$ cat config.mk
export PLATFORM = sky130hd
export DESIGN_NAME = load_formatter
export DESIGN_NICKNAME = d
export VERILOG_FILES = /design/src/hw/isa_pkg.sv /design/src/hw/mem_pkg.sv /design/src/hw/load_formatter.sv
export SDC_FILE = /design/constraint.sdc
export NUM_CORES = 1
export LEC_CHECK = 0
export BUFFER_PORTS_ARGS = -buffer_cell sky130_fd_sc_hd__buf_2
export CORE_MARGIN = 5
export CORE_UTILIZATION = 30
export CTS_CLUSTER_SIZE = 20
export DETAILED_ROUTE_END_ITERATION = 8
export HOLD_SLACK_MARGIN = 0.03
export SLEW_MARGIN = 20
export SYNTH_ARGS = -nofsm -noshare
export SYNTH_HDL_FRONTEND = slang
export SYNTH_SLANG_ARGS = --single-unit
export TNS_END_PERCENT = 1
$ cat constraint.sdc
create_clock -name clk -period 7.7 [get_ports clk]
set_input_delay 2.31 -clock clk [delete_from_list [all_inputs] [get_ports clk]]
set_output_delay 2.31 -clock clk [all_outputs]
set_load 0.05 [all_outputs]
$ cat src/hw/isa_pkg.sv
// RV64 load/store width codes; funct3[1:0] is log2 of the access size, funct3[2] marks unsigned
package isa_pkg;

  // data path width
  localparam int xlen       = 64;
  localparam int xlen_bytes = xlen / 8;

  // load width codes
  localparam logic [2:0] funct3_lb  = 3'b000;
  localparam logic [2:0] funct3_lh  = 3'b001;
  localparam logic [2:0] funct3_lw  = 3'b010;
  localparam logic [2:0] funct3_ld  = 3'b011;
  localparam logic [2:0] funct3_lbu = 3'b100;
  localparam logic [2:0] funct3_lhu = 3'b101;
  localparam logic [2:0] funct3_lwu = 3'b110;

  // store width codes, never unsigned
  localparam logic [2:0] funct3_sb = 3'b000;
  localparam logic [2:0] funct3_sh = 3'b001;
  localparam logic [2:0] funct3_sw = 3'b010;
  localparam logic [2:0] funct3_sd = 3'b011;

  // bytes touched by an access: 1, 2, 4 or 8
  function automatic logic [3:0] access_bytes(input logic [2:0] funct3);
    logic [3:0] n;
    case (funct3[1:0])
      2'b00:   n = 4'd1;
      2'b01:   n = 4'd2;
      2'b10:   n = 4'd4;
      default: n = 4'd8;
    endcase
    return n;
  endfunction

  // byte lanes of an access before it is shifted by the offset
  function automatic logic [7:0] lane_mask(input logic [2:0] funct3);
    logic [7:0] m;
    case (funct3[1:0])
      2'b00:   m = 8'h01;
      2'b01:   m = 8'h03;
      2'b10:   m = 8'h0f;
      default: m = 8'hff;
    endcase
    return m;
  endfunction

endpackage
$ cat src/hw/mem_pkg.sv
// memory of 512 words at 0x8000_0000; no back-pressure, so structs carry no ready fields
package mem_pkg;

  import isa_pkg::*;

  // byte address of word 0
  localparam logic [63:0] mem_base = 64'h0000_0000_8000_0000;

  // geometry
  localparam int ram_words  = 512;
  localparam int word_idx_w = $clog2(ram_words);

  // direction of a request
  typedef enum logic {
    op_load  = 1'b0,
    op_store = 1'b1
  } mem_op_t;

  // request from the core, valid with req_valid
  typedef struct packed {
    mem_op_t         op;
    logic [2:0]      funct3;
    logic [63:0]     addr;
    logic [xlen-1:0] wdata;
  } mem_req_t;

  // response, one cycle after its request
  typedef struct packed {
    logic [xlen-1:0] rdata;
    logic            err;
  } mem_rsp_t;

  // one operation on a single RAM word port
  typedef struct packed {
    logic                  en;
    logic                  we;
    logic [word_idx_w-1:0] idx;
    logic [xlen-1:0]       wdata;
    logic [xlen_bytes-1:0] wmask;
  } ram_port_t;

  // what the formatter keeps from a request to finish it
  typedef struct packed {
    logic       is_load;
    logic       err;
    logic [2:0] byte_off;
    logic       two_words;
    logic [2:0] funct3;
  } load_info_t;

endpackage

$ cat src/hw/load_formatter.sv
// response comes out one cycle after the request; stores and refused requests return rdata 0
`timescale 1ns/1ps

module load_formatter
  import isa_pkg::*;
  import mem_pkg::*;
(
  input  logic            clk,
  input  logic            reset,
  input  load_info_t      info,
  input  logic            info_valid,
  input  logic [xlen-1:0] rdata_lo,
  input  logic [xlen-1:0] rdata_hi,
  output logic            rsp_valid,
  output mem_rsp_t        rsp
);

  logic              valid_q;
  logic [5:0]        bit_off;
  logic [xlen-1:0]   hi_sel;
  logic [2*xlen-1:0] pair;
  logic [xlen-1:0]   merged;
  logic [xlen-1:0]   ext;

  // strobe follows the RAM read by one edge
  always_ff @(posedge clk) begin
    if (reset) begin
      valid_q <= 1'b0;
    end else begin
      valid_q <= info_valid;
    end
  end

  assign rsp_valid = valid_q;

  // high word port keeps stale data when unused
  assign hi_sel  = info.two_words ? rdata_hi : '0;
  assign bit_off = {info.byte_off, 3'b000};
  assign pair    = {hi_sel, rdata_lo} >> bit_off;
  assign merged  = pair[xlen-1:0];

  // pick the width, then sign or zero extend
  always_comb begin
    case (info.funct3)
      funct3_lb:  ext = {{56{merged[7]}}, merged[7:0]};
      funct3_lh:  ext = {{48{merged[15]}}, merged[15:0]};
      funct3_lw:  ext = {{32{merged[31]}}, merged[31:0]};
      funct3_ld:  ext = merged;
      funct3_lbu: ext = {56'h0, merged[7:0]};
      funct3_lhu: ext = {48'h0, merged[15:0]};
      funct3_lwu: ext = {32'h0, merged[31:0]};
      default:    ext = '0;
    endcase
  end

  always_comb begin
    rsp.err   = info.err;
    rsp.rdata = (info.is_load && !info.err) ? ext : '0;
  end

endmodule

---- Word level (Yosys, flattened, before mapping) ----
Index checks and enable logic that the tools add are counted.
word-level totals
  register bits ........................... 1
  output and inout bits ................... 66
  logic and storage cells ................. 14
cells by class
  equal/unequal tests ..................... 6
  shifts and indexed selects .............. 1
  multiplexer cells ....................... 3
  reductions and logical operators ........ 3
operators by type and width
  cell                  number
  $pmux W64 S7          1
  $mux W64              2
  $shr A128 B6 Y64      1
  $eq A3 B3 Y1 const B  3
  $eq A3 B2 Y1 const B  2
  $eq A3 B1 Y1 const B  1
  $logic_not A3 Y1      1
  $logic_and A1 B1 Y1   1
  $logic_not A1 Y1      1

---- Logic depth before layout (Yosys ltp) ----
  depth in word-level cells ............... 4
  gate-level depth with buffers ........... 8

---- Worst setup path before layout ----
No wires, ideal clock.
  kind .................................... input -> output
  from .................................... in info[5] in the netlist's numbering
  to ...................................... out rsp[23] in the netlist's numbering
  arrival ................................. 4.242 ns
  data required time ...................... 5.390 ns
  setup slack ............................. 1.148 ns
  stages on the path ...................... 7
  buffers on the path ..................... 2
  cells stage by stage .................... buf_6 > mux4_2 > mux2i_4 > nor4_2 > nor3_2 > buf_4 > a21oi_1
RTL lines
  what         line                  text
  from (decl)  load_formatter.sv:10  input load_info_t info,
  to (decl)    load_formatter.sv:15  output mem_rsp_t rsp

==> qor.csv <==
stage,metric,value,unit
clock_network,cts.clk_slew.worst_paths,0,ns
flow_run,max-cap-violations,0,
grt,antenna_found_initial,3,
logic_synthesis,postSynthCellCount,541,
sta,finalSetupViolCount,0,
routing,drt-initial-drc-count,312,
logic_synthesis,synth_area,3850,µm²
clock_network,post_cts_resized,0,
sta,finalMaxSlewViolations,0,
worst_hold_path,hp-class,input port to flop,
sta,finalCritPeriodShare,0.921,
routing,routed_wl,16.4,mm
cells_and_area,final_nets,830,
floorplanning,start_util,0.305,
clock_network,cts_setup_buffers,0,
floorplanning,die_area,15200,µm²
routing,postRouteAntennaNets,0,
sta,worst_hold_slack,2.47,ns
critical_path,crit_type,input port to output pin,
logic_synthesis,ys_seq_elements,1,
cells_and_area,final_cell_mix,"195 x buf_2, 77 x nand2_1, 52 x a21oi_1, 45 x mux2i_1, 40 x nor2_1",
floorplanning,die_x,123,µm
placement,dp_hpwl,12.9,mm
logic_synthesis,synthDistinctLibCells,46,
sta,fin_crit,7.09,ns
grt,grt_max_degree,107,
floorplanning,core-area,12600,µm²
floorplanning,row_count,41,
sta,tightest_slew,0.942,ns
critical_path,cp_max_fo,44,
logic_synthesis,yosysWarningCount,0,
routing,vias_per_cell,5.71,
critical_path,required,5.39,ns
clock_network,hold_buffers,0,
logic_synthesis,synth-edff-count,0,
routing,vias,4917,
cells_and_area,final_common_cell,buf_2,
critical_path,endpoint_kind,output pin,
logic_synthesis,synth_area_per_cell,7.12,µm²
sta,max_freq,0.141,GHz
grt,grt_pass1_wl,24.9,mm
pwr,irDropWorstVdd,0.0000563,V
placement,globalplace.congestion,0.881,
logic_synthesis,async_flop_share,0,
run_status,status,finished clean,
sta,hold_viol,0,
logic_synthesis,synth_fp_nets,681,
routing,wl_per_cell,19.0,µm
grt,grt_pass1_vias,4967,
pwr,p_per_area,68.3,nW/µm²
floorplanning,io_pins,206,
sta,slew_headroom,0.370,
routing,drc_errors,0,
logic_synthesis,synth-seq-area-share,0.00520,
critical_path,arrival,4.78,ns
placement,portBuffers,197,
cells_and_area,drive_above_1_share,0.394,
sta,fin_setup_tns,0,ns
routing,drt_first_pass_iters,4,
cells_and_area,area_growth,25.6,%
floorplanning,die_h,123,µm
sta,rsz0062_at_grt,false,
critical_path,critPathLaunchType,input port,
logic_synthesis,synth_flop_cell,dfxtp_1,
pwr,leakage,2.28,nW
grt,overflow,0,
cells_and_area,largest_reg_flops,1,
grt,grt_use_total,0.202,
-- path summary, 6_finish.rpt --
kind,startpoint,to,slack [ns],cells after the start
worst max-delay path,info[4],rsp[33],0.61,7
worst min-delay path,reset,rsp_valid,2.47,2
-- layout make-up --
cell class | count | area [µm²]
Tap cell | 172 | 215
Fill cell | 1455 | 7780
Antenna cell | 1 | 2.50
Timing Repair Buffer | 211 | 1110
Inverter | 3 | 11.3
Sequential cell | 1 | 20.0
Multi-Input combinational cell | 473 | 3480
-- power breakdown --
part           leakage (nW)     internal [W]  switching, W
logic                  2.27         0.000124      0.000201
clock network    0.00000634  0.0000000000174             0
registers           0.00834       0.00000557  0.0000000617
-- per-layer routing --
layer  share of wire  global-route usage  vias up
met5         0.00085                   0        -
met4           0.029              0.0540        4
met3           0.066              0.0279       38
met2            0.51               0.375      160
met1            0.40               0.242     2336
li1                -                   -     2379
-- critical path, stage by stage --
cell	delay, ns
buf_6	0.31
mux2_2	0.40
and2_1	0.16
mux4_2	0.50
nand4_2	0.56
o211ai_1	0.24
buf_2	0.27
-- metrics by stage --
| stage | setup slack, ns | utilization | instance area (µm²) | std cells | power, W |
|---|---|---|---|---|---|
| after floorplan | 1.15 | - | 3850 | 541 | 0.000233 |
| after global placement | 0.558 | 0.383 | 4830 | 860 | 0.000329 |
| after detailed placement | 0.629 | 0.383 | 4830 | 860 | 0.000330 |
| after CTS | 0.612 | 0.383 | 4830 | 860 | 0.000331 |
| after global routing | 0.411 | 0.383 | 4840 | 861 | 0.000357 |
| final | 0.612 | 0.383 | 4840 | 861 | 0.000330 |
-- synthesized netlist by cell type (2+ instances only) --
master	instances	area (µm²)
o32ai_1	3	26.3
nor2_1	40	150
o311a_1	6	60.1
nor3b_1	2	15.0
o211ai_1	16	120
mux2i_1	45	450
o21ai_0	36	180
nor4_2	2	25.0
mux2_2	26	293
a221oi_1	9	78.8
o22a_1	8	70.1
and2_1	17	106
and4b_1	7	70.1
a2bb2oi_1	6	52.6
a21oi_1	52	260
nor2b_1	19	119
nand2_1	77	289
a22oi_1	6	45.0
buf_1	6	22.5
buf_2	6	30.0
a21o_1	2	15.0
buf_4	9	67.6
clkbuf_1	34	128
mux4_2	20	450
nor3_1	6	30.0
o211ai_2	6	75.1
inv_2	2	7.51
a32oi_1	15	131
buf_6	8	90.1
nand3_1	12	60.1
a211oi_1	23	173
-- cell families after synthesis --
logic type      Yosys count  share of synthesized area
flops                     1                    0.00520
compound gates          193                      0.349
simple gates            188                      0.238
mux                      92                      0.316
buf+inv                  67                     0.0926
Power figures use the tool's default switching activity.
