--- config.mk ---
export PLATFORM = sky130hd
export DESIGN_NAME = access_planner
export DESIGN_NICKNAME = d
export VERILOG_FILES = /design/src/hw/isa_pkg.sv /design/src/hw/mem_pkg.sv /design/src/hw/access_planner.sv
export SDC_FILE = /design/constraint.sdc
export NUM_CORES = 1
export LEC_CHECK = 0
export ABC_AREA = 0
export BUFFER_PORTS_ARGS = -buffer_cell sky130_fd_sc_hd__buf_4
export CELL_PAD_IN_SITES_DETAIL_PLACEMENT = 1
export CELL_PAD_IN_SITES_GLOBAL_PLACEMENT = 2
export CORE_MARGIN = 5
export CORE_UTILIZATION = 18
export CTS_CLUSTER_DIAMETER = 100
export DETAILED_ROUTE_END_ITERATION = 12
export MAX_ROUTING_LAYER = met4
export PLACE_DENSITY_LB_ADDON = 0.25
export SLEW_MARGIN = 20
export SYNTH_ARGS = -nofsm -noshare
export SYNTH_HDL_FRONTEND = slang
export SYNTH_SLANG_ARGS = --single-unit
--- constraint.sdc ---
create_clock -name clk -period 3.71 [get_ports clk]
set_input_delay 0.371 -clock clk [delete_from_list [all_inputs] [get_ports clk]]
set_output_delay 0.371 -clock clk [all_outputs]
set_load 0.005 [all_outputs]
--- src/hw/isa_pkg.sv ---
// RV64 load/store width codes; funct3[1:0] is log2 of the access size, funct3[2] marks unsigned
package isa_pkg;

  // data path width
  localparam int xlen       = 64;
  localparam int xlen_bytes = xlen / 8;

  // load width codes
  localparam logic [2:0] funct3_lb  = 3'b000;
  localparam logic [2:0] funct3_lh  = 3'b001;
  localparam logic [2:0] funct3_lw  = 3'b010;
  localparam logic [2:0] funct3_ld  = 3'b011;
  localparam logic [2:0] funct3_lbu = 3'b100;
  localparam logic [2:0] funct3_lhu = 3'b101;
  localparam logic [2:0] funct3_lwu = 3'b110;

  // store width codes, never unsigned
  localparam logic [2:0] funct3_sb = 3'b000;
  localparam logic [2:0] funct3_sh = 3'b001;
  localparam logic [2:0] funct3_sw = 3'b010;
  localparam logic [2:0] funct3_sd = 3'b011;

  // bytes touched by an access: 1, 2, 4 or 8
  function automatic logic [3:0] access_bytes(input logic [2:0] funct3);
    logic [3:0] n;
    case (funct3[1:0])
      2'b00:   n = 4'd1;
      2'b01:   n = 4'd2;
      2'b10:   n = 4'd4;
      default: n = 4'd8;
    endcase
    return n;
  endfunction

  // byte lanes of an access before it is shifted by the offset
  function automatic logic [7:0] lane_mask(input logic [2:0] funct3);
    logic [7:0] m;
    case (funct3[1:0])
      2'b00:   m = 8'h01;
      2'b01:   m = 8'h03;
      2'b10:   m = 8'h0f;
      default: m = 8'hff;
    endcase
    return m;
  endfunction

endpackage
--- src/hw/mem_pkg.sv ---
// memory of 512 words at 0x8000_0000; no back-pressure, so structs carry no ready fields
package mem_pkg;

  import isa_pkg::*;

  // byte address of word 0
  localparam logic [63:0] mem_base = 64'h0000_0000_8000_0000;

  // geometry
  localparam int ram_words  = 512;
  localparam int word_idx_w = $clog2(ram_words);

  // direction of a request
  typedef enum logic {
    op_load  = 1'b0,
    op_store = 1'b1
  } mem_op_t;

  // request from the core, valid with req_valid
  typedef struct packed {
    mem_op_t         op;
    logic [2:0]      funct3;
    logic [63:0]     addr;
    logic [xlen-1:0] wdata;
  } mem_req_t;

  // response, one cycle after its request
  typedef struct packed {
    logic [xlen-1:0] rdata;
    logic            err;
  } mem_rsp_t;

  // one operation on a single RAM word port
  typedef struct packed {
    logic                  en;
    logic                  we;
    logic [word_idx_w-1:0] idx;
    logic [xlen-1:0]       wdata;
    logic [xlen_bytes-1:0] wmask;
  } ram_port_t;

  // what the formatter keeps from a request to finish it
  typedef struct packed {
    logic       is_load;
    logic       err;
    logic [2:0] byte_off;
    logic       two_words;
    logic [2:0] funct3;
  } load_info_t;

endpackage

--- src/hw/access_planner.sv ---
// combinational split into word ports; info is registered so it lines up with the RAM read data
`timescale 1ns/1ps

module access_planner
  import isa_pkg::*;
  import mem_pkg::*;
(
  input  logic       clk,
  input  logic       reset,
  input  logic       req_valid,
  input  mem_req_t   req,
  output ram_port_t  port_lo,
  output ram_port_t  port_hi,
  output load_info_t info,
  output logic       info_valid
);

  logic [63:0]           addr_rel;
  logic [60:0]           word_lo;
  logic [2:0]            byte_off;
  logic [5:0]            bit_off;
  logic [3:0]            nbytes;
  logic [3:0]            end_byte;
  logic                  two_words;
  logic                  is_store;
  logic                  legal_code;
  logic                  in_range;
  logic                  err;
  logic                  go;
  logic [word_idx_w-1:0] idx_lo;
  logic [15:0]           mask_wide;
  logic [2*xlen-1:0]     data_wide;
  load_info_t            info_q;

  // offset from the memory base, in bytes and in words
  assign addr_rel = req.addr - mem_base;
  assign word_lo  = addr_rel[63:3];
  assign byte_off = addr_rel[2:0];
  assign bit_off  = {byte_off, 3'b000};

  // a second word is needed when the access runs past byte 7
  assign nbytes    = access_bytes(req.funct3);
  assign end_byte  = {1'b0, byte_off} + nbytes;
  assign two_words = end_byte > 4'(xlen_bytes);

  assign is_store = (req.op == op_store);

  always_comb begin
    if (is_store) begin
      legal_code = req.funct3 inside {funct3_sb, funct3_sh, funct3_sw, funct3_sd};
    end else begin
      legal_code = req.funct3 inside {funct3_lb, funct3_lh, funct3_lw, funct3_ld,
                                      funct3_lbu, funct3_lhu, funct3_lwu};
    end
  end

  // addresses below the base wrap to a huge word index and fail here too
  always_comb begin
    in_range = word_lo < 61'(ram_words);
    if (two_words && word_lo == 61'(ram_words - 1)) begin
      in_range = 1'b0;
    end
  end

  assign err    = req_valid & ~(legal_code & in_range);
  assign go     = req_valid & ~err;
  assign idx_lo = word_lo[word_idx_w-1:0];

  // lanes and data shifted into place, high half spills into the next word
  assign mask_wide = {8'h00, lane_mask(req.funct3)} << byte_off;
  assign data_wide = {{xlen{1'b0}}, req.wdata} << bit_off;

  always_comb begin
    port_lo.en    = go;
    port_lo.we    = go & is_store;
    port_lo.idx   = idx_lo;
    port_lo.wdata = data_wide[xlen-1:0];
    port_lo.wmask = is_store ? mask_wide[7:0] : 8'h00;

    port_hi.en    = go & two_words;
    port_hi.we    = go & two_words & is_store;
    port_hi.idx   = idx_lo + 1'b1;
    port_hi.wdata = data_wide[2*xlen-1:xlen];
    port_hi.wmask = (is_store && two_words) ? mask_wide[15:8] : 8'h00;
  end

  // held for one cycle, next to the RAM read data
  always_ff @(posedge clk) begin
    if (reset) begin
      info_q <= '0;
    end else begin
      info_q.is_load   <= req_valid & ~is_store;
      info_q.err       <= err;
      info_q.byte_off  <= byte_off;
      info_q.two_words <= two_words;
      info_q.funct3    <= req.funct3;
    end
  end

  assign info = info_q;

  // the formatter registers the strobe at the same edge
  assign info_valid = req_valid;

endmodule

==> results of run 1 <==
-- cells in the mapped netlist, drive strengths merged, types with 2 or more instances --
| cell type | number | area share, % |
|---|---|---|
| nand2 | 85 | 8.9 |
| nor2 | 80 | 8.3 |
| o21ai | 54 | 7.5 |
| mux2i | 48 | 13 |
| and2 | 37 | 6.4 |
| clkbuf | 33 | 3.4 |
| a21oi | 31 | 4.3 |
| mux2 | 24 | 7.5 |
| buf | 22 | 4.4 |
| o22ai | 17 | 3.0 |
| nor4 | 15 | 3.2 |
| nor3 | 12 | 1.8 |
| inv | 11 | 1.1 |
| dfxtp | 9 | 5.0 |
| nand3 | 9 | 1.2 |
| a22o | 8 | 1.9 |
| ha | 7 | 2.4 |
| nand2b | 6 | 1.0 |
| nor2b | 6 | 1.0 |
| nand4 | 5 | 0.87 |
| nor4b | 5 | 1.8 |
| xnor2 | 5 | 1.2 |
| a211oi | 4 | 0.83 |
| xor2 | 4 | 0.97 |
| and4 | 3 | 0.73 |
| o31a | 3 | 0.73 |
| or3 | 3 | 0.52 |
| a21o | 2 | 0.42 |
| a311o | 2 | 0.56 |
| and2b | 2 | 0.49 |
| nand4b | 2 | 0.49 |
| o211ai | 2 | 0.42 |
| o2bb2ai | 2 | 0.49 |
| or4 | 2 | 0.45 |
-- logic make-up after synthesis --
group | share of synthesized area (%)
adder cells (fa/ha/maj) | 2.985
other | 0.1040
AND/OR/NAND/NOR | 38.56
buffers and inverters | 8.955
AO/OA/AOI/OAI | 21.38
flip-flops | 4.998
XOR/XNOR | 2.187
multiplexers | 20.83
-- metrics by stage --
| stage | hold WS (ns) | cell area [um^2] | utilization (%) | setup slack, ns |
|---|---|---|---|---|
| floorplan | 0.4377 | 3635 | - | 0.6166 |
| CTS | 0.3583 | 6091 | 31.09 | 0.3579 |
| detailed placement | 0.5991 | 6012 | 30.69 | 0.3593 |
| global route | 0.3930 | 6091 | 31.09 | 0.1829 |
| global placement | 0.5965 | 6012 | 30.69 | 0.4624 |
-- metal layers --
layer  track usage [%]
met5                 -
met3             4.521
met4             2.785
met2             33.14
met1             20.65
==> results.md, run 1 <==
- Initial antenna violation count: 0
- Post-synthesis cell type count: 56
- Avg Inst Size Synth: 6.291 um^2
- Hold-fix buffers, CTS: 0
- H-tree levels: 1
- Initial core utilization: 18.40%
- Post-CTS Repair Setup Buffers: 0
- Status: aborted with a tool error
- I/O pin count: 311
- Cells after Synth: 573
- #FFs+latches synth: 9
- Clock buffer depth: 2
- Congestion Overflow GR: 0
- Die height: 151.5 um
- Die span in x: 151.5 um
- Post-DP HPWL: 18.89 mm
- Yosys warning count: 0
- First Err: [ERROR DRT-0255] Maze Route cannot find path of net clk in worker of routeBox ( 96600 0 ) ( 151515 48300 ).
- Placer Congestion: 0.9149
- Cell Area, Synth: 3605 um^2
- PostCTS Resize Cnt: 0
- Largest net degree at the start of global routing: 82
- Failed at: detailed routing
- Number of synthesized flops with an enable pin: 0
- Post-synth top flop: dfxtp_1
- Clock sink count: 9
- Port Buf Inserts: 301
- GR Util All Layers: 18.23%
- CTS buffer count: 3
- First-pass GRT wire length: 31.91 mm
- Site row count: 51
- Part of the Yosys area used for sequential elements: 4.998%
- Vias in the first global route: 5690
- Ys async rst share: 0%
- Root Buffer: clkbuf_16
- Dpl cells: 1101
==> run 2, diff against run 1 <==
==> config.mk (replaced) <==
export PLATFORM = sky130hd
export DESIGN_NAME = access_planner
export DESIGN_NICKNAME = d
export VERILOG_FILES = /design/src/hw/isa_pkg.sv /design/src/hw/mem_pkg.sv /design/src/hw/access_planner.sv
export SDC_FILE = /design/constraint.sdc
export NUM_CORES = 1
export LEC_CHECK = 0
export ABC_AREA = 0
export BUFFER_PORTS_ARGS = -buffer_cell sky130_fd_sc_hd__buf_4
export CORE_AREA = 5 5 117 119
export DETAILED_ROUTE_END_ITERATION = 12
export DIE_AREA = 0 0 122 124
export PLACE_DENSITY_LB_ADDON = 0.15
export SLEW_MARGIN = 20
export SYNTH_ARGS = -nofsm -noshare
export SYNTH_HDL_FRONTEND = slang
export SYNTH_SLANG_ARGS = --single-unit
==> results.md, run 2 <==
- Status: complete, no violations
- H-tree levels: 1
- Min-delay src: reset
- Final Hold Fails: 0
- Multi-input combinational cell area: 3132 um^2
- Post-synth top flop: dfxtp_1
- Setup violators final: 0
- Minimum clock period: 3.268 ns
- Most common cell in the netlist: nand2_1
- Yosys warning count: 0
- Mux cell area share after synthesis: 20.83%
- Fill cells: 1328
- Top cell type's share of synthesized area: 13.33%
- Dpl cells: 1009
- Number of nets in the layout: 985
- Largest family of logic cells by synthesized area: simple AND/OR/NAND/NOR gates
- Top cells by area, synth: mux2i_1 13%, nand2_1 8.9%, nor2_1 8.3%, o21ai_0 7.5%, mux2_2 7.5%
- Clock sink count: 9
- Ys async rst share: 0%
- First-pass GRT wire length: 28.86 mm
- Synth Area in Compound Gates: 21.38%
- Power density over the cells: 173.0 nW/um^2
- Area delta synth->final: 65.95%
- Final wirelength: 19.31 mm
- Drt drc: 0
- WP buf/inv: 3
- Endpoint class of the critical path: output pin
- Achievable Freq: 306.0 MHz
- Top post-synthesis cells by count: 85 x nand2_1, 80 x nor2_1, 54 x o21ai_0, 48 x mux2i_1, 36 x and2_1
- Unrepaired setup endpoints after global routing: no
- Core area: 12470 um^2
- Iter 0 DRT Violations: 215
- Final setup TNS: 0 ns
- Placed Area: 5903 um^2
- GR Util All Layers: 23.88%
- CTS buffer count: 3
- Initial core utilization: 28.92%
- Detail Route Antenna Nets: 0
- Hold/Removal Path Class: input port to flop
- Hold-fix buffers, CTS: 0
- Via-to-Cell Ratio: 5.249
- Cell Chain, Critical Path: buf_4 > nor2_1 > ha_1 > inv_1 > fa_1 > nand2_1 > o2bb2ai_1 > a211oi_1 > a2111o_1 > nor4b_4 > and4_1 > buf_4
- Port Buf Inserts: 301
- Reg area: 180.2 um^2
- Cells after Synth: 573
- Post-CTS Repair Setup Buffers: 0
- Clock buffer depth: 2
- Most frequent cells in the layout: 311 x buf_4, 85 x nand2_1, 80 x nor2_1
- Slew HR: 37.60%
- Largest net degree at the start of global routing: 82
- XOR/XNOR share of the synthesized area: 2.187%
- CTS tree: yes
- Routed wire per std cell: 19.06 um
- Slowest cell on the critical path: fa_1
- Placer Congestion: 0.9720
- Element type at the critical path start: input port
- Largest register FFs: 9
- Initial antenna violation count: 0
- Die area: 15130 um^2
- DR vias: 5317
- Layout Utilization: 47.99%
- Part of the Yosys area used for sequential elements: 4.998%
- Worst slew pin tran: 0.9360 ns
- Final hold slack: 0.3709 ns
- Post-synthesis cell type count: 56
- PostCTS Resize Cnt: 0
- I/O pin count: 311
- Vias in the first global route: 5384
- Worst Path Arrival: 2.90 ns
- Largest delay share family, worst path: simple AND/OR/NAND/NOR gates
- Post-Synth Simple-Gate Area: 38.56%
- Congestion Overflow GR: 0
- Clk pin slew, worst setup/hold paths: 0.04 ns
- Max-slew violation count: 0
- Root Buffer: clkbuf_16
- Avg Inst Size Synth: 6.291 um^2
- Number of synthesized flops with an enable pin: 0
- Final cell count without fillers: 1013
- Synth area leader: mux2i_1
- Fraction of layout instances using a drive strength above 1: 41.62%
- N_diodes: 0
- Max rail drop VDD: 129.0 uV
- Hold Path End: info[4]$_SDFF_PP0_
- TritonRoute pass-1 iters: 4
- Leading cell type in the layout, fill and taps excluded: buf_4
- Post-DP HPWL: 15.57 mm
- Max-Cap Viols: 0
- Most frequent CP cell: buf_4
- Hold Path Stages: 2
- Fin area: 5982 um^2
- #FFs+latches synth: 9
- Ratio of final minimum period to clock period: 88.08%
- CP max FO: 16
- Die height: 124 um
- WS Path Type: input port to output pin
- Site row count: 41
- Cell Area, Synth: 3605 um^2
- Critical Path RT: 3.34 ns
- Synth Area in Adders: 2.985%
- Largest stage delay on the critical path: 0.48 ns
- Die span in x: 122 um
- Leak pwr: 2.979 nW
## run 2: cell counts after synthesis
Identical to the previous run, type by type.
## run 2: final cells by class
cell class | instances | area share (%)
Sequential cell | 9 | 3.012
Clock buffer | 4 | 1.318
Timing Repair Buffer | 311 | 39.03
Multi-Input combinational cell | 506 | 52.35
Tap cell | 172 | 3.598
Inverter | 11 | 0.6902
## run 2: how the worst max path moves through the flow
stage                         from     endpoint  slack, ns  cells after the start
after detailed placement  req[129]  port_hi[82]       0.44                     12
after CTS                 req[129]  port_hi[82]       0.44                     12
after floorplan            req[65]  port_lo[82]       0.62                     11
final                     req[129]  port_hi[82]       0.44                     12
after global routing      req[129]  port_hi[82]       0.25                     12
after global placement    req[128]  port_hi[82]       0.52                     12
## run 2: cell families after synthesis
kind of cell    count (synthesis)
compound gates                130
mux                            72
buf+inv                        66
flops                           9
xor+xnor                        9
simple gates                  278
other cells                     1
fa+ha+maj                       8
## run 2: layer usage
| layer | wire [um] | part of all wire, % | track usage, % |
|---|---|---|---|
| met1 | 7316 | 38 | 27.25 |
| met2 | 9410 | 49 | 43.20 |
| met3 | 1956 | 10 | 6.494 |
| met4 | 627 | 3.2 | 7.703 |
| met5 | 0 | 0 | 0 |
## run 2: metrics by stage
step | setup WS (ns) | total power, mW
finish | 0.4423 | 1.035
global route | 0.2547 | 1.118
CTS | 0.4369 | 1.044
detailed placement | 0.4426 | 0.8455
global placement | 0.5180 | 0.8428
floorplan | 0.6166 | 0.4333
## run 2: where the power goes
part	switching [mW]	internal [mW]	leakage, nW
Sequential	0.00153	0.103	0.0748
Clock	0.0485	0.144	0.0382
Combinational	0.362	0.377	2.87
Total	0.412	0.623	2.98
Power figures use the tool's default switching activity.
